**src/vdp_cmd_pkg.sv**
```systemverilog
// Shared definitions for the Graphic 4 command engine
// Coordinate and address widths, command and logical-operation codes,
// and the register numbers of R32..R46 as seen on the CPU port
package vdp_cmd_pkg;

  // Widths
  localparam int X_W    = 10;        // X coordinate and NX count
  localparam int Y_W    = 10;        // Y coordinate and NY count
  localparam int ADDR_W = 17;        // 128 KB of VRAM

  // Command codes, CMR[7:4]
  localparam logic [3:0] CMD_HMMV  = 4'b1100;  // byte fill
  localparam logic [3:0] CMD_LMMV  = 4'b1000;  // logical dot fill
  localparam logic [3:0] CMD_PSET  = 4'b0101;  // single dot
  localparam logic [3:0] CMD_POINT = 4'b0100;  // dot readback

  // Logical operations, CMR[2:0]
  localparam logic [2:0] LOP_IMP = 3'b000;     // DC = SC
  localparam logic [2:0] LOP_AND = 3'b001;     // DC = SC & DC
  localparam logic [2:0] LOP_OR  = 3'b010;     // DC = SC | DC
  localparam logic [2:0] LOP_XOR = 3'b011;     // DC = SC ^ DC
  localparam logic [2:0] LOP_NOT = 3'b100;     // DC = ~SC
  localparam int         LOP_T_BIT = 3;        // Transparent flag

  // Register numbers, offset from R32
  localparam logic [3:0] REG_SX_L = 4'd0;
  localparam logic [3:0] REG_SX_H = 4'd1;
  localparam logic [3:0] REG_SY_L = 4'd2;
  localparam logic [3:0] REG_SY_H = 4'd3;
  localparam logic [3:0] REG_DX_L = 4'd4;
  localparam logic [3:0] REG_DX_H = 4'd5;
  localparam logic [3:0] REG_DY_L = 4'd6;
  localparam logic [3:0] REG_DY_H = 4'd7;
  localparam logic [3:0] REG_NX_L = 4'd8;
  localparam logic [3:0] REG_NX_H = 4'd9;
  localparam logic [3:0] REG_NY_L = 4'd10;
  localparam logic [3:0] REG_NY_H = 4'd11;
  localparam logic [3:0] REG_CLR  = 4'd12;     // R44
  localparam logic [3:0] REG_ARG  = 4'd13;     // R45, DIX and DIY
  localparam logic [3:0] REG_CMR  = 4'd14;     // R46, starts a command

  localparam logic [7:0] PIX_MASK = 8'h0F;     // One 4-bit pixel

endpackage

```
**src/vdp_cmd_regs.sv**
```systemverilog
// Command register file, R32..R46
// CPU writes arrive on a toggle req/ack pair and are acknowledged
// on the next clock edge. An R46 write latches CMR and pulses cmd_start.
// The sequencer can overwrite CLR to return a POINT result.
`timescale 1ns/1ps

module vdp_cmd_regs (
  input  logic                        clk,
  input  logic                        reset,
  input  logic                        reg_wr_req,
  input  logic [3:0]                  reg_num,
  input  logic [7:0]                  reg_data,
  input  logic                        clr_load,
  input  logic [7:0]                  clr_load_data,
  output logic                        reg_wr_ack,
  output logic [vdp_cmd_pkg::X_W-1:0] sx,
  output logic [vdp_cmd_pkg::Y_W-1:0] sy,
  output logic [vdp_cmd_pkg::X_W-1:0] dx,
  output logic [vdp_cmd_pkg::Y_W-1:0] dy,
  output logic [vdp_cmd_pkg::X_W-1:0] nx,
  output logic [vdp_cmd_pkg::Y_W-1:0] ny,
  output logic [7:0]                  clr,
  output logic                        dix,
  output logic                        diy,
  output logic [7:0]                  cmr,
  output logic                        cmd_start
);

  always_ff @(posedge clk or posedge reset) begin
    if (reset) begin
      reg_wr_ack <= 1'b0;
      sx         <= '0;
      sy         <= '0;
      dx         <= '0;
      dy         <= '0;
      nx         <= '0;
      ny         <= '0;
      clr        <= '0;
      dix        <= 1'b0;
      diy        <= 1'b0;
      cmr        <= '0;
      cmd_start  <= 1'b0;
    end else begin
      cmd_start <= 1'b0;                       // Single-cycle strobe
      if (clr_load)
        clr <= clr_load_data;                  // POINT result
      if (reg_wr_req != reg_wr_ack) begin      // Write pending
        reg_wr_ack <= ~reg_wr_ack;
        case (reg_num)
          vdp_cmd_pkg::REG_SX_L: sx[7:0] <= reg_data;
          vdp_cmd_pkg::REG_SX_H: sx[vdp_cmd_pkg::X_W-1:8] <= reg_data[1:0];
          vdp_cmd_pkg::REG_SY_L: sy[7:0] <= reg_data;
          vdp_cmd_pkg::REG_SY_H: sy[vdp_cmd_pkg::Y_W-1:8] <= reg_data[1:0];
          vdp_cmd_pkg::REG_DX_L: dx[7:0] <= reg_data;
          vdp_cmd_pkg::REG_DX_H: dx[vdp_cmd_pkg::X_W-1:8] <= reg_data[1:0];
          vdp_cmd_pkg::REG_DY_L: dy[7:0] <= reg_data;
          vdp_cmd_pkg::REG_DY_H: dy[vdp_cmd_pkg::Y_W-1:8] <= reg_data[1:0];
          vdp_cmd_pkg::REG_NX_L: nx[7:0] <= reg_data;
          vdp_cmd_pkg::REG_NX_H: nx[vdp_cmd_pkg::X_W-1:8] <= reg_data[1:0];
          vdp_cmd_pkg::REG_NY_L: ny[7:0] <= reg_data;
          vdp_cmd_pkg::REG_NY_H: ny[vdp_cmd_pkg::Y_W-1:8] <= reg_data[1:0];
          vdp_cmd_pkg::REG_CLR:  clr <= reg_data;   // Overrides clr_load
          vdp_cmd_pkg::REG_ARG: begin
            dix <= reg_data[2];
            diy <= reg_data[3];
          end
          vdp_cmd_pkg::REG_CMR: begin
            cmr       <= reg_data;
            cmd_start <= 1'b1;                 // Aborts anything running
          end
          default: ;                           // R47 and up ignored
        endcase
      end
    end
  end

endmodule

```
**src/vdp_cmd_pixel.sv**
```systemverilog
// Pixel datapath for Graphic 4
// Picks the addressed nibble out of a VRAM byte, applies the logical
// operation against the colour register and merges the result back.
`timescale 1ns/1ps

module vdp_cmd_pixel (
  input  logic [7:0] clr,
  input  logic [7:0] dst_byte,
  input  logic       x_odd,
  input  logic [3:0] lop,
  output logic [7:0] rd_pixel,
  output logic [7:0] wr_byte
);

  logic [7:0] src;       // Masked source colour
  logic [7:0] dst_pix;   // Destination pixel, right aligned
  logic [7:0] res;       // Pixel after the operation

  assign src = clr & vdp_cmd_pkg::PIX_MASK;

  // Even X sits in the high nibble
  assign dst_pix  = x_odd ? {4'h0, dst_byte[3:0]} : {4'h0, dst_byte[7:4]};
  assign rd_pixel = dst_pix;

  always_comb begin
    if (lop[vdp_cmd_pkg::LOP_T_BIT] && src == 8'h00) begin
      res = dst_pix;                           // Transparent colour 0
    end else begin
      case (lop[2:0])
        vdp_cmd_pkg::LOP_IMP: res = src;
        vdp_cmd_pkg::LOP_AND: res = src & dst_pix;
        vdp_cmd_pkg::LOP_OR:  res = src | dst_pix;
        vdp_cmd_pkg::LOP_XOR: res = src ^ dst_pix;
        vdp_cmd_pkg::LOP_NOT: res = ~src;      // Upper bits dropped below
        default:              res = dst_pix;   // 5..7 leave it alone
      endcase
    end
  end

  // Other nibble passes through
  always_comb begin
    if (x_odd)
      wr_byte = {dst_byte[7:4], res[3:0]};
    else
      wr_byte = {res[3:0], dst_byte[3:0]};
  end

endmodule

```
**src/vdp_cmd_seq.sv**
```systemverilog
// Command sequencer for HMMV, LMMV, PSET and POINT
// Walks the destination rectangle with working copies of DX, DY, NX, NY,
// drives the VRAM read and write toggle handshakes and forms the
// Graphic 4 byte address. Pauses while a CPU register write is pending.
`timescale 1ns/1ps

module vdp_cmd_seq (
  input  logic                           clk,
  input  logic                           reset,
  input  logic                           hold,
  input  logic                           cmd_start,
  input  logic [7:0]                     cmr,
  input  logic [vdp_cmd_pkg::X_W-1:0]    sx,
  input  logic [vdp_cmd_pkg::Y_W-1:0]    sy,
  input  logic [vdp_cmd_pkg::X_W-1:0]    dx,
  input  logic [vdp_cmd_pkg::Y_W-1:0]    dy,
  input  logic [vdp_cmd_pkg::X_W-1:0]    nx,
  input  logic [vdp_cmd_pkg::Y_W-1:0]    ny,
  input  logic                           dix,
  input  logic                           diy,
  input  logic [7:0]                     clr,
  input  logic                           vram_rd_ack,
  input  logic                           vram_wr_ack,
  input  logic [7:0]                     vram_rd_data,
  input  logic [7:0]                     rd_pixel,
  input  logic [7:0]                     wr_byte,
  output logic                           ce,
  output logic                           vram_rd_req,
  output logic                           vram_wr_req,
  output logic [vdp_cmd_pkg::ADDR_W-1:0] vram_addr,
  output logic [7:0]                     vram_wr_data,
  output logic [7:0]                     dst_byte,
  output logic                           x_odd,
  output logic                           clr_load,
  output logic [7:0]                     clr_load_data
);

  localparam logic [3:0] IDLE        = 4'd0;
  localparam logic [3:0] CHK_LOOP    = 4'd1;
  localparam logic [3:0] PRE_RD      = 4'd2;
  localparam logic [3:0] WAIT_PRE_RD = 4'd3;
  localparam logic [3:0] WR          = 4'd4;
  localparam logic [3:0] WAIT_WR     = 4'd5;
  localparam logic [3:0] RD          = 4'd6;
  localparam logic [3:0] WAIT_RD     = 4'd7;
  localparam logic [3:0] EXEC_END    = 4'd8;

  logic [3:0]                     state;
  logic                           init;      // First pass through CHK_LOOP
  logic [vdp_cmd_pkg::X_W-1:0]    dx_w;
  logic [vdp_cmd_pkg::X_W-1:0]    nx_w;      // Columns left in this row
  logic [vdp_cmd_pkg::Y_W-1:0]    dy_w;
  logic [vdp_cmd_pkg::Y_W-1:0]    ny_w;      // Rows left, this one included
  logic [3:0]                     cmd;
  logic                           is_hmmv;
  logic [vdp_cmd_pkg::X_W-1:0]    x_step;
  logic [vdp_cmd_pkg::X_W-1:0]    nx_init;
  logic [vdp_cmd_pkg::Y_W-1:0]    y_step;
  logic                           nx_end;
  logic                           ny_end;
  logic [vdp_cmd_pkg::ADDR_W-1:0] dst_addr;
  logic [vdp_cmd_pkg::ADDR_W-1:0] src_addr;

  assign cmd     = cmr[7:4];
  assign is_hmmv = (cmd == vdp_cmd_pkg::CMD_HMMV);

  // HMMV moves a byte (two pixels) at a time
  assign x_step  = is_hmmv ? (dix ? 10'h3FE : 10'h002) : (dix ? 10'h3FF : 10'h001);
  assign y_step  = diy ? 10'h3FF : 10'h001;
  assign nx_init = is_hmmv ? {1'b0, nx[vdp_cmd_pkg::X_W-1:1]} : nx;

  assign nx_end = (nx_w == '0) || dx_w[8];             // Count done or off screen
  assign ny_end = (ny_w == 10'd1) || (diy && dy_w == '0);

  assign dst_addr = {dy_w, dx_w[7:1]};
  assign src_addr = {sy, sx[7:1]};

  // POINT result goes straight into CLR as ce falls
  assign clr_load      = (state == EXEC_END) && (cmd == vdp_cmd_pkg::CMD_POINT) && !hold;
  assign clr_load_data = rd_pixel;

  always_ff @(posedge clk or posedge reset) begin
    if (reset) begin
      state        <= IDLE;
      init         <= 1'b0;
      ce           <= 1'b0;
      dx_w         <= '0;
      nx_w         <= '0;
      dy_w         <= '0;
      ny_w         <= '0;
      vram_rd_req  <= 1'b0;
      vram_wr_req  <= 1'b0;
      vram_addr    <= '0;
      vram_wr_data <= '0;
      dst_byte     <= '0;
      x_odd        <= 1'b0;
    end else if (cmd_start) begin            // New command, even mid-run
      ce    <= 1'b1;
      init  <= 1'b1;
      dx_w  <= dx;
      dy_w  <= dy;
      nx_w  <= nx_init;
      ny_w  <= ny;
      state <= CHK_LOOP;
    end else if (!hold) begin                // CPU write takes the cycle
      case (state)
        CHK_LOOP: begin
          init <= 1'b0;
          if (!init && nx_end && ny_end) begin
            state <= EXEC_END;
          end else begin
            case (cmd)
              vdp_cmd_pkg::CMD_HMMV:  state <= WR;
              vdp_cmd_pkg::CMD_LMMV:  state <= PRE_RD;
              vdp_cmd_pkg::CMD_PSET:  state <= PRE_RD;
              vdp_cmd_pkg::CMD_POINT: state <= RD;
              default:                state <= EXEC_END;  // Unsupported code
            endcase
          end
          if (!init && nx_end) begin         // Next row
            dx_w <= dx;
            nx_w <= nx_init;
            dy_w <= dy_w + y_step;
            ny_w <= ny_w - 10'd1;
          end
        end
        PRE_RD: begin
          if (vram_rd_req == vram_rd_ack) begin  // Let a stale access finish
            vram_addr   <= dst_addr;
            x_odd       <= dx_w[0];
            vram_rd_req <= ~vram_rd_ack;
            state       <= WAIT_PRE_RD;
          end
        end
        WAIT_PRE_RD: begin
          if (vram_rd_req == vram_rd_ack) begin
            dst_byte <= vram_rd_data;
            state    <= WR;
          end
        end
        WR: begin
          if (vram_wr_req == vram_wr_ack) begin
            vram_addr    <= dst_addr;
            vram_wr_data <= is_hmmv ? clr : wr_byte;  // Whole byte for HMMV
            vram_wr_req  <= ~vram_wr_ack;
            state        <= WAIT_WR;
          end
        end
        WAIT_WR: begin
          if (vram_wr_req == vram_wr_ack) begin
            if (cmd == vdp_cmd_pkg::CMD_PSET) begin
              state <= EXEC_END;
            end else begin
              dx_w  <= dx_w + x_step;
              nx_w  <= nx_w - 10'd1;
              state <= CHK_LOOP;
            end
          end
        end
        RD: begin
          if (vram_rd_req == vram_rd_ack) begin
            vram_addr   <= src_addr;         // POINT uses SX, SY
            x_odd       <= sx[0];
            vram_rd_req <= ~vram_rd_ack;
            state       <= WAIT_RD;
          end
        end
        WAIT_RD: begin
          if (vram_rd_req == vram_rd_ack) begin
            dst_byte <= vram_rd_data;
            state    <= EXEC_END;
          end
        end
        EXEC_END: begin
          ce    <= 1'b0;
          state <= IDLE;
        end
        default: state <= IDLE;              // IDLE waits for cmd_start
      endcase
    end
  end

endmodule

```
**src/vdp_cmd_top.sv**
```systemverilog
// Graphic 4 command engine top level
// Ties the CPU register port, the sequencer and the pixel datapath
// together. A pending CPU write holds the sequencer for that cycle.
`timescale 1ns/1ps

module vdp_cmd_top (
  input  logic                           clk,
  input  logic                           reset,
  input  logic                           reg_wr_req,
  output logic                           reg_wr_ack,
  input  logic [3:0]                     reg_num,
  input  logic [7:0]                     reg_data,
  output logic [vdp_cmd_pkg::ADDR_W-1:0] vram_addr,
  output logic [7:0]                     vram_wr_data,
  output logic                           vram_rd_req,
  output logic                           vram_wr_req,
  input  logic                           vram_rd_ack,
  input  logic                           vram_wr_ack,
  input  logic [7:0]                     vram_rd_data,
  output logic                           ce,
  output logic [7:0]                     clr
);

  logic [vdp_cmd_pkg::X_W-1:0] sx;
  logic [vdp_cmd_pkg::Y_W-1:0] sy;
  logic [vdp_cmd_pkg::X_W-1:0] dx;
  logic [vdp_cmd_pkg::Y_W-1:0] dy;
  logic [vdp_cmd_pkg::X_W-1:0] nx;
  logic [vdp_cmd_pkg::Y_W-1:0] ny;
  logic                        dix;
  logic                        diy;
  logic [7:0]                  cmr;
  logic                        cmd_start;
  logic                        clr_load;
  logic [7:0]                  clr_load_data;
  logic [7:0]                  dst_byte;
  logic                        x_odd;
  logic [7:0]                  rd_pixel;
  logic [7:0]                  wr_byte;
  logic                        hold;

  assign hold = (reg_wr_req != reg_wr_ack);  // CPU write pending

  vdp_cmd_regs regs0 (
    .clk, .reset, .reg_wr_req, .reg_num, .reg_data, .clr_load, .clr_load_data,
    .reg_wr_ack, .sx, .sy, .dx, .dy, .nx, .ny, .clr, .dix, .diy, .cmr, .cmd_start
  );

  vdp_cmd_seq seq0 (
    .clk, .reset, .hold, .cmd_start, .cmr, .sx, .sy, .dx, .dy, .nx, .ny,
    .dix, .diy, .clr, .vram_rd_ack, .vram_wr_ack, .vram_rd_data, .rd_pixel,
    .wr_byte, .ce, .vram_rd_req, .vram_wr_req, .vram_addr, .vram_wr_data,
    .dst_byte, .x_odd, .clr_load, .clr_load_data
  );

  vdp_cmd_pixel pix0 (
    .clr      (clr),
    .dst_byte (dst_byte),
    .x_odd    (x_odd),
    .lop      (cmr[3:0]),                   // Transparent flag and operation
    .rd_pixel (rd_pixel),
    .wr_byte  (wr_byte)
  );

endmodule

```
**config.mk**
```make
export PLATFORM = sky130hd
export DESIGN_NAME = vdp_cmd_top
export DESIGN_NICKNAME = d
export VERILOG_FILES = /design/src/vdp_cmd_pkg.sv /design/src/vdp_cmd_regs.sv /design/src/vdp_cmd_pixel.sv /design/src/vdp_cmd_seq.sv /design/src/vdp_cmd_top.sv
export SDC_FILE = /design/constraint.sdc
export NUM_CORES = 1
export LEC_CHECK = 0
export BUFFER_PORTS_ARGS = -buffer_cell sky130_fd_sc_hd__buf_2
export CAP_MARGIN = 10
export CORE_UTILIZATION = 60
export CTS_CLUSTER_SIZE = 40
export DETAILED_ROUTE_END_ITERATION = 8
export PLACE_DENSITY = 0.8
export SLEW_MARGIN = 20
export SYNTH_ARGS = -nofsm -noshare
export SYNTH_HDL_FRONTEND = slang
export SYNTH_SLANG_ARGS = --single-unit
```
**constraint.sdc**
```tcl
create_clock -name clk -period 6.5 [get_ports clk]
set_clock_uncertainty 0.05 [all_clocks]
set_input_delay 0.65 -clock clk [delete_from_list [all_inputs] [get_ports clk]]
set_output_delay 0.65 -clock clk [all_outputs]
set_load 0.05 [all_outputs]
```
==> results of run 1 <==
layer usage:
| metal | share of wire | vias to the layer above | GRT usage |
|---|---|---|---|
| li1 | - | 3008 | - |
| met1 | 0.43 | 3195 | 0.390 |
| met2 | 0.47 | 284 | 0.459 |
| met3 | 0.065 | 53 | 0.0566 |
| met4 | 0.028 | 2 | 0.124 |
| met5 | 0.00066 | - | 0 |
flip-flops by register name, summed over array words and instances (netlist names), 4 cells and up:
signal	flops
regs0.dx	9
regs0.cmr	8
seq0.dst_byte	8
regs0.sy	10
regs0.nx	10
seq0.nx_w	10
regs0.ny	10
regs0.clr	8
seq0.vram_wr_data	8
seq0.vram_addr	17
seq0.dx_w	9
seq0.ny_w	10
seq0.dy_w	10
regs0.dy	10
regs0.sx	8
seq0.state	4
worst max-delay path, delay by kind of cell, from the launching register on:
family | cells | cell delay (ns)
AO/OA/AOI/OAI | 5 | 1.12
adder cells (fa/ha/maj) | 2 | 0.81
AND/OR/NAND/NOR | 2 | 0.75
buffers and inverters | 1 | 0.49
flip-flops | 1 | 0.43
XOR/XNOR | 1 | 0.16
path summary, 6_finish.rpt:
check | startpoint | end | slack (ns) | cells after the start
setup / recovery | regs0.cmr[5] | seq0.dx_w[8] | 2.57 | 11
hold / removal | reg_wr_req | regs0.reg_wr_ack | 0.32 | 1
setup reg to reg | regs0.cmr[5] | seq0.dx_w[8] | 2.57 | 11
hold reg to reg | regs0.dy[1] | seq0.dy_w[1] | 0.43 | 2
max in group asynchronous | reset | seq0.vram_addr[3] | 4.73 | 3
min in group asynchronous | reset | seq0.ny_w[7] | 0.36 | 2
report_power, final:
part	internal, mW	switching [mW]
clock network	0.615	0.394
logic	0.741	1.20
registers	1.35	0.375
layout by cell type, fill, tap and decap left out, types with 17 or more instances in the layout:
master	count
mux2_2	78
clkbuf_16	17
nor2_1	76
inv_1	21
o21ai_0	56
xnor2_1	21
nand2b_1	17
mux2i_1	35
buf_2	61
ha_1	28
a21oi_1	47
dfrtp_1	158
nand2_1	87
cells by family (layout without fill, tap and decap cells):
kind of cell / after synthesis / count (layout) / share of synthesized area
compound gates: 171 / 171 / 0.122
fa+ha+maj: 30 / 30 / 0.0468
xor+xnor: 29 / 29 / 0.0304
mux: 113 / 113 / 0.147
buf+inv: 59 / 119 / 0.0292
flops: 158 / 158 / 0.474
simple gates: 261 / 261 / 0.150
other cells: 0 / 1 / 0
final cells by class:
type / instances / area (µm²)
diodes: 1 / 2.50
clock buffers: 23 / 498
clock inverters: 9 / 108
fillers: 976 / 4040
inverters: 22 / 87.6
multi-input cells: 604 / 4150
flip-flops and latches: 158 / 3950
well taps: 176 / 220
repair buffers: 65 / 335
through the flow:
stage	hold WS, ns	setup WS [ns]	util
2_1_floorplan	0.394	1.54	-
3_3_place_gp	0.408	2.83	0.653
3_5_place_dp	0.421	2.70	0.653
4_1_cts	0.316	2.63	0.698
5_1_grt	0.332	2.26	0.698
6_report	0.324	2.57	0.698
==> run_results.csv, run 1 <==
group,metric,value,unit
yosys,synth_nets,876,
place,place_inst,1025,
power,leakagePower,4.02,nW
floorplanning,rows,42,
floorplanning,ioPinCount,62,
route,ant_nets,0,
run,maxCapViolCount,0,
global_route,grt_max_degree,98,
floorplanning,core,0.0134,mm²
timing,worst_slew_pin_slew,1.10,ns
yosys,ys_types,54,
clock_network,cts_sinks,158,
timing,final_hold_viol_count,0,
timing,fin_crit_sh,0.604,
route,dr.pass1.iters,6,
route,vias,6542,
yosys,synth_area_leaders,"dfrtp_1, mux2_2, ha_1",
final_layout,design_area,0.00936,mm²
clock_network,cts_setup_buffers,0,
clock_network,htreeDepth,4,
clock_network,cts.repair.resized,0,
final_layout,final_cells,1058,
final_layout,layout.nets,923,
floorplanning,start_util,0.623,
floorplanning,die_h,120,µm
critical_path,required,6.77,ns
timing,setup_viol_count_final,0,
floorplanning,dieArea,0.0144,mm²
yosys,ys_seq_elements,158,
power,peakVddDrop,0.335,mV
critical_path,critPathKind,"reg2reg",
clock_network,clockBufferDepth,2,
place,place_area,0.00875,mm²
timing,fmax,0.255,GHz
clock_network,clk_latency,0.43,ns
route,drtIter0Drc,716,
clock_network,clk_pin_slew_worst_paths,0.06,ns
critical_path,critPathMaxStageDelay,0.59,ns
timing,rsz0062_at_grt,"false",
global_route,grt_usage,0.290,
yosys,yosys.area.top_type_share,0.474,
place,place_congestion,0.916,
clock_network,cts-hold-fix-buffers,0,
critical_path,cpMostUsedCell,"a31oi_1",
global_route,antenna_found_initial,2,
critical_path,slowest_stage,"and3_1",
global_route,grt_pass1_vias,6267,
yosys,ys_seq_area_frac,0.474,
route,via_per_inst,6.18,
critical_path,cp-start-kind,"flip-flop",
power,p_per_area,500,mW/mm²
yosys,syn_avg_cell_area,10.2,µm²
critical_path,cp.arrival,4.19,ns
place,dp_hpwl,13000,µm
yosys,synth_edf_count,0,
critical_path,crit_fanout,20,
yosys,yosysTopAreaCell,"dfrtp_1",
final_layout,syn2layout_area_growth,12.1,%
clock_network,cts_buffers,17,
yosys,synth.most_common_cell,"dfrtp_1",
critical_path,cp-end-kind,"flip-flop",
outcome,status,"finished, final reports clean",
route,drcViolationCount,0,
critical_path,crit_path_cell_trace,"nor2_1, and3_1, inv_1, ha_1, fa_1, a211oi_1, o21ai_0, a31oi_1, xnor2_1, a31oi_1, o22a_1",
route,wl,19600,µm
min_path,hp-class,"in2reg",
clock_network,cts_tree,"built",
timing,fin_crit,3.93,ns
timing,slew_headroom,0.268,
power,total_power,4.68,mW
global_route,grt_overflow,0,
route,avgRoutedWirePerCell,18.5,µm
yosys,synth_commonest_cells,"dfrtp_1, nand2_1, mux2_2, nor2_1, o21ai_0",
timing,tns,0,ns
final_layout,layout-drive-gt1-share,0.212,
yosys,ys.warnings.count,0,
global_route,grt_pass1_wl,31900,µm
yosys,syn-cell-area,0.00834,mm²
clock_network,cts_root_buf,"clkbuf_16",
floorplanning,die_w,120,µm
yosys,syn_inst,821,
timing,slew_violations,0,
yosys,ys.flop_type,"dfrtp_1",
yosys,async_flop_share,1.00,
place,port_buffers,61,
Note: power is estimated with default switching activity, not from simulation.
==> run 2: changes to the inputs <==
==> constraint.sdc (replaced) <==
create_clock -name clk -period 3.8 [get_ports clk]
set_clock_uncertainty 0.05 [all_clocks]
set_input_delay 0.38 -clock clk [delete_from_list [all_inputs] [get_ports clk]]
set_output_delay 0.38 -clock clk [all_outputs]
set_load 0.05 [all_outputs]
==> run_results.csv, run 2 (synthesis gave the netlist of run 1 again) <==
group,metric,value,unit
outcome,status,"finished, final reports clean",
floorplanning,rows,42,
timing,final_hold_viol_count,0,
final_layout,final_cells,1063,
clock_network,cts_tree,"built",
timing,rsz0062_at_grt,"false",
final_layout,layout.nets,928,
route,drcViolationCount,0,
clock_network,clockBufferDepth,2,
clock_network,cts_buffers,17,
route,dr.pass1.iters,6,
timing,slew_violations,0,
route,ant_nets,0,
timing,timing.hold.ws,0.0597,ns
critical_path,r2r_end,"seq0.dx_w[8]",
place,place_congestion,0.917,
place,dp_hpwl,13600,µm
power,p_per_area,873,mW/mm²
timing,worst_slack,0.709,ns
run,maxCapViolCount,0,
power,internal_power,4.91,mW
clock_network,cts.repair.resized,0,
final_layout,final_cell_mix,"dfrtp_1, nand2_1, mux2_2, nor2_1, buf_2",
final_layout,mostFrequentLayoutCell,"dfrtp_1",
power,seqPwrFrac,0.356,
global_route,grt_max_degree,79,
power,peakVddDrop,0.614,mV
clock_network,htreeDepth,4,
clock_network,cts_sinks,158,
critical_path,cp.arrival,3.36,ns
timing,tns,0,ns
final_layout,largest_reg_flops,17,
route,via_per_inst,6.21,
final_layout,design_area,0.00950,mm²
route,wl,20000,µm
floorplanning,die_h,120,µm
route,vias,6605,
critical_path,r2r_setup_slack,0.71,ns
min_path,hp-class,"in2reg",
timing,setup_viol_count_final,0,
clock_network,clk_pin_slew_worst_paths,0.06,ns
floorplanning,die_w,120,µm
place,preCtsSetupSlack,0.738,ns
floorplanning,dieArea,0.0144,mm²
floorplanning,ioPinCount,62,
final_layout,fin_util,0.709,
global_route,antenna_found_initial,2,
final_layout,largest_register,"seq0.vram_addr",
timing,slew_headroom,0.361,
critical_path,cp-start-kind,"flip-flop",
power,netSwitchingFraction,0.408,
place,place_inst,1030,
clock_network,cts_root_buf,"clkbuf_16",
final_layout,num-fill-cells,951,
place,port_buffers,61,
critical_path,critPathKind,"reg2reg",
global_route,grt_pass1_vias,6537,
power,clkPwrFrac,0.240,
min_path,holdCritStartpoint,"reg_wr_req",
route,drtIter0Drc,563,
critical_path,required,4.07,ns
power,leakagePower,4.10,nW
min_path,whs_endpoint,"regs0.reg_wr_ack",
clock_network,cts_setup_buffers,0,
clock_network,cts-hold-fix-buffers,0,
critical_path,cp-end-kind,"flip-flop",
min_path,holdPathStages,1,
power,combPwrFrac,0.403,
critical_path,ff2ff_path_depth,12,
final_layout,syn2layout_area_growth,13.9,%
timing,fmax,0.324,GHz
timing,fin_crit_sh,0.813,
floorplanning,core,0.0134,mm²
place,place_area,0.00880,mm²
route,avgRoutedWirePerCell,18.9,µm
global_route,grt_overflow,0,
clock_network,clk_latency,0.43,ns
timing,fin_crit,3.09,ns
power,p_switching,3.38,mW
final_layout,layout-drive-gt1-share,0.218,
global_route,grt_pass1_wl,33400,µm
power,total_power,8.30,mW
global_route,grt_usage,0.302,
critical_path,crit_fanout,18,
timing,worst_slew_pin_slew,0.955,ns
critical_path,rr_startpoint,"regs0.cmr[5]",
floorplanning,start_util,0.623,
## run 2: cell types whose count changed in the layout (fill, tap and decap cells not counted)
cell,change
and3_1,-1
and3_2,+1
buf_12,+1
buf_4,+4
bufinv_16,+4
clkinv_2,-1
clkinvlp_4,-3
## run 2: worst max-delay path, stage by stage (launching register included)
cell	delay [ns]
dfrtp_1	0.43
nor2_1	0.15
and3_1	0.17
buf_4	0.22
inv_1	0.11
ha_1	0.23
fa_1	0.45
a211oi_1	0.33
o21ai_0	0.14
a31oi_1	0.21
xnor2_1	0.17
a31oi_1	0.12
o22a_1	0.21
## run 2: cell type report
type | instances | area, µm² | share of cell area
inverter | 22 | 86.3 | 0.00909
timing repair buffer | 70 | 385 | 0.0406
tap | 176 | 220 | 0.0232
sequential | 158 | 3950 | 0.416
clock buffer | 23 | 498 | 0.0524
clock inverter | 9 | 201 | 0.0212
multi-input combinational | 604 | 4150 | 0.437
antenna | 1 | 2.50 | 0.000263
## run 2: metal layers
metal	GRT usage	share of wire
met1	0.392	0.43
met2	0.488	0.48
met3	0.0737	0.069
met4	0.117	0.023
met5	0	0.00075
## run 2: worst max-delay path by stage
stage,startpoint,endpoint,slack [ns],depth (start not counted)
after floorplan,regs0.cmr[5],seq0.dx_w[8],0.49,14
after global placement,regs0.cmr[5],seq0.dx_w[8],0.80,12
after detailed placement,regs0.cmr[5],seq0.dx_w[8],0.74,12
after CTS,regs0.cmr[5],seq0.dx_w[8],0.72,12
after global routing,regs0.cmr[5],seq0.dx_w[8],0.46,12
final,regs0.cmr[5],seq0.dx_w[8],0.71,12
## run 2: power groups by stage
stage / sequential (mW) / combinational, mW / clock, mW
2_1_floorplan: 3.39 / 2.03 / 0
4_1_cts: 2.94 / 3.33 / 2.01
6_report: 2.96 / 3.34 / 1.99
3_5_place_dp: 2.94 / 3.30 / 0
5_1_grt: 3.04 / 3.66 / 2.08
3_3_place_gp: 2.90 / 3.13 / 0
==> run 3: changes to the inputs <==
--- a/config.mk
+++ b/config.mk
@@ -5,12 +5,13 @@
 export SDC_FILE = /design/constraint.sdc
 export NUM_CORES = 1
 export LEC_CHECK = 0
+export ABC_AREA = 1
 export BUFFER_PORTS_ARGS = -buffer_cell sky130_fd_sc_hd__buf_2
 export CAP_MARGIN = 10
 export CORE_UTILIZATION = 60
 export CTS_CLUSTER_SIZE = 40
 export DETAILED_ROUTE_END_ITERATION = 8
-export PLACE_DENSITY = 0.8
+export PLACE_DENSITY = 0.79
 export SLEW_MARGIN = 20
 export SYNTH_ARGS = -nofsm -noshare
 export SYNTH_HDL_FRONTEND = slang
==> constraint.sdc (replaced) <==
create_clock -name clk -period 3 [get_ports clk]
set_clock_uncertainty 0.05 [all_clocks]
set_input_delay 0.3 -clock clk [delete_from_list [all_inputs] [get_ports clk]]
set_output_delay 0.3 -clock clk [all_outputs]
set_load 0.05 [all_outputs]
==> run_results.csv, run 3 <==
group,metric,value,unit
critical_path,r2r_setup_slack,0.59,ns
route,via_per_inst,5.51,
timing,fmax,0.414,GHz
yosys,syn_inst,1138,
final_layout,final_cells,1389,
route,ant_nets,0,
floorplanning,core,0.0145,mm²
global_route,grt_max_degree,77,
run,maxCapViolCount,0,
place,port_buffers,61,
floorplanning,rows,44,
yosys,async_flop_share,1.00,
yosys,ys.warnings.count,0,
yosys,yosys.area.top_type_share,0.446,
yosys,synth.most_common_cell,"nand2_1",
clock_network,cts_setup_buffers,0,
final_layout,largest_register,"seq0.vram_addr",
place,place_inst,1355,
route,wl,20900,µm
critical_path,cp-start-kind,"flip-flop",
yosys,yosysTopAreaCell,"dfrtp_1",
min_path,whs_endpoint,"seq0.vram_rd_req",
yosys,synth_area_leaders,"dfrtp_1, nand2_1, o21ai_0",
timing,timing.hold.ws,0.0340,ns
clock_network,cts_sinks,158,
yosys,synth_commonest_cells,"nand2_1, dfrtp_1, o21ai_0, nor2_1, inv_1",
timing,setup_viol_count_final,0,
global_route,grt_pass1_vias,6969,
critical_path,r2r_end,"seq0.dx_w[6]",
yosys,synth_nets,1193,
route,dr.pass1.iters,5,
clock_network,cts_buffers,17,
clock_network,clk_latency,0.44,ns
timing,rsz0062_at_grt,"false",
yosys,ys_seq_elements,158,
clock_network,cts_root_buf,"clkbuf_16",
final_layout,diodes,0,
critical_path,cp-end-kind,"flip-flop",
clock_network,clockBufferDepth,2,
power,peakVddDrop,0.568,mV
outcome,status,"finished, final reports clean",
critical_path,worst_setup_path_startpoint,"regs0.cmr[5]",
place,dp_hpwl,14500,µm
min_path,holdPathStages,2,
route,met1Wirelength,9530,µm
global_route,grt_overflow,0,
final_layout,mostFrequentLayoutCell,"nand2_1",
final_layout,largest_reg_flops,17,
final_layout,final_cell_mix,"nand2_1, dfrtp_1, o21ai_0, nor2_1, inv_1",
timing,worst_slew_pin_slew,0.598,ns
floorplanning,die_w,124,µm
critical_path,ff2ff_path_depth,14,
power,leakagePower,5.21,nW
yosys,syn-cell-area,0.00887,mm²
timing,tns,0,ns
place,place_congestion,0.950,
clock_network,htreeDepth,4,
yosys,ys_types,45,
min_path,holdCritStartpoint,"vram_rd_ack",
timing,fin_crit_sh,0.805,
critical_path,crit_fanout,14,
critical_path,critPathKind,"reg2reg",
timing,slew_headroom,0.598,
route,met2_length,9730,µm
timing,slew_violations,0,
route,dr_wl_met3,1170,µm
final_layout,layout-drive-gt1-share,0.143,
final_layout,num-fill-cells,1190,
final_layout,syn2layout_area_growth,12.3,%
floorplanning,dieArea,0.0153,mm²
clock_network,clk_pin_slew_worst_paths,0.06,ns
yosys,ys_seq_area_frac,0.446,
critical_path,cp.arrival,2.69,ns
min_path,hp-class,"in2reg",
route,avgRoutedWirePerCell,15.1,µm
yosys,ys.flop_type,"dfrtp_1",
floorplanning,die_h,124,µm
route,drtIter0Drc,643,
route,topRoutingLayerUsed,"met4",
power,p_per_area,984,mW/mm²
final_layout,layout.nets,1247,
timing,fin_crit,2.41,ns
global_route,grt_pass1_wl,34100,µm
floorplanning,start_util,0.613,
floorplanning,ioPinCount,62,
critical_path,required,3.27,ns
yosys,syn_avg_cell_area,7.80,µm²
global_route,grt_usage,0.295,
route,drcViolationCount,0,
critical_path,rr_startpoint,"regs0.cmr[5]",
route,vias,7649,
global_route,antenna_found_initial,0,
clock_network,cts_tree,"built",
yosys,synth_edf_count,0,
timing,final_hold_viol_count,0,
[run 3: cell types whose count changed after synthesis, sizes merged, moves of 13 or more]
cell    before  now
nor2        78  107
o21ai       59  163
nor3        18    5
buf          9   26
nand3       14   88
inv         22  106
nand2b      17    0
mux2        78    8
nand2       87  332
mux2i       35   13
clkbuf      28   11
xnor2       21    3
[run 3: logic make-up (layout without fill, tap and decap cells)]
logic type	Yosys count	in the layout	synth area share
xor gates and xnor gates	11	11	0.0117
and+or+nand+nor	549	549	0.263
AOI/OAI and AO/OA	225	225	0.141
adders and majority gates	30	30	0.0440
DFF	158	158	0.446
buffers and inverters	144	211	0.0697
muxes	21	21	0.0248
[run 3: repair_timing]
| item | in CTS | in global routing |
|---|---|---|
| gates resized for setup | 0 | 0 |
| endpoints found under the hold margin | 18 | 0 |
| endpoints found under the setup margin | 0 | 0 |
| hold buffers | 2 | 0 |
[run 3: critical path, cell delays in order (launching register included)]
cell and delay, ns:
dfrtp_1 0.40, nor2_1 0.09, nand2_1 0.13, nor2_4 0.05, buf_4 0.18, or2_2 0.31, fa_1 0.47, nand3_1 0.09
nand2_1 0.09, nand2_1 0.10, nand2_1 0.05, nand2_1 0.05, nand3_1 0.07, nand4_1 0.12, nand2_1 0.06
[run 3: through the flow]
stage           util  power, mW  cell area (µm²)  setup slack [ns]
2_1_floorplan      -       6.48             8880             0.615
3_3_place_gp   0.642       7.27             9290             0.675
3_5_place_dp   0.642       7.38             9290             0.621
4_1_cts        0.688       9.81             9960             0.608
5_1_grt        0.688       10.6             9960             0.377
6_report       0.688       9.81             9960             0.585
[run 3: layout make-up]
type | instances | area (µm²) | area share
Sequential cell | 158 | 3950 | 0.397
Timing Repair Buffer | 72 | 418 | 0.0419
Multi-Input combinational cell | 836 | 4300 | 0.432
Tap cell | 184 | 230 | 0.0231
Inverter | 107 | 410 | 0.0412
Clock buffer | 22 | 464 | 0.0466
Clock inverter | 10 | 185 | 0.0186
[run 3: how the worst max path moves through the flow]
| stage | endpoint | slack, ns | cells past startpoint |
|---|---|---|---|
| CTS | seq0.dx_w[6] | 0.61 | 14 |
| finish | seq0.dx_w[6] | 0.59 | 14 |
| global route | seq0.dx_w[6] | 0.38 | 14 |
| floorplan | seq0.dx_w[8] | 0.62 | 14 |
| detailed placement | seq0.dx_w[6] | 0.62 | 14 |
| global placement | seq0.dx_w[6] | 0.67 | 14 |
[run 3: per-layer routing]
| layer | vias to the layer above | global-route usage |
|---|---|---|
| li1 | 3819 | - |
| met1 | 3545 | 0.400 |
| met2 | 244 | 0.472 |
| met3 | 41 | 0.0595 |
| met4 | 0 | 0.102 |
| met5 | - | 0 |
[run 3: power breakdown]
part / switching, mW / internal [mW]
Clock: 0.873 / 1.52
Combinational: 2.74 / 1.34
Sequential: 0.535 / 2.80
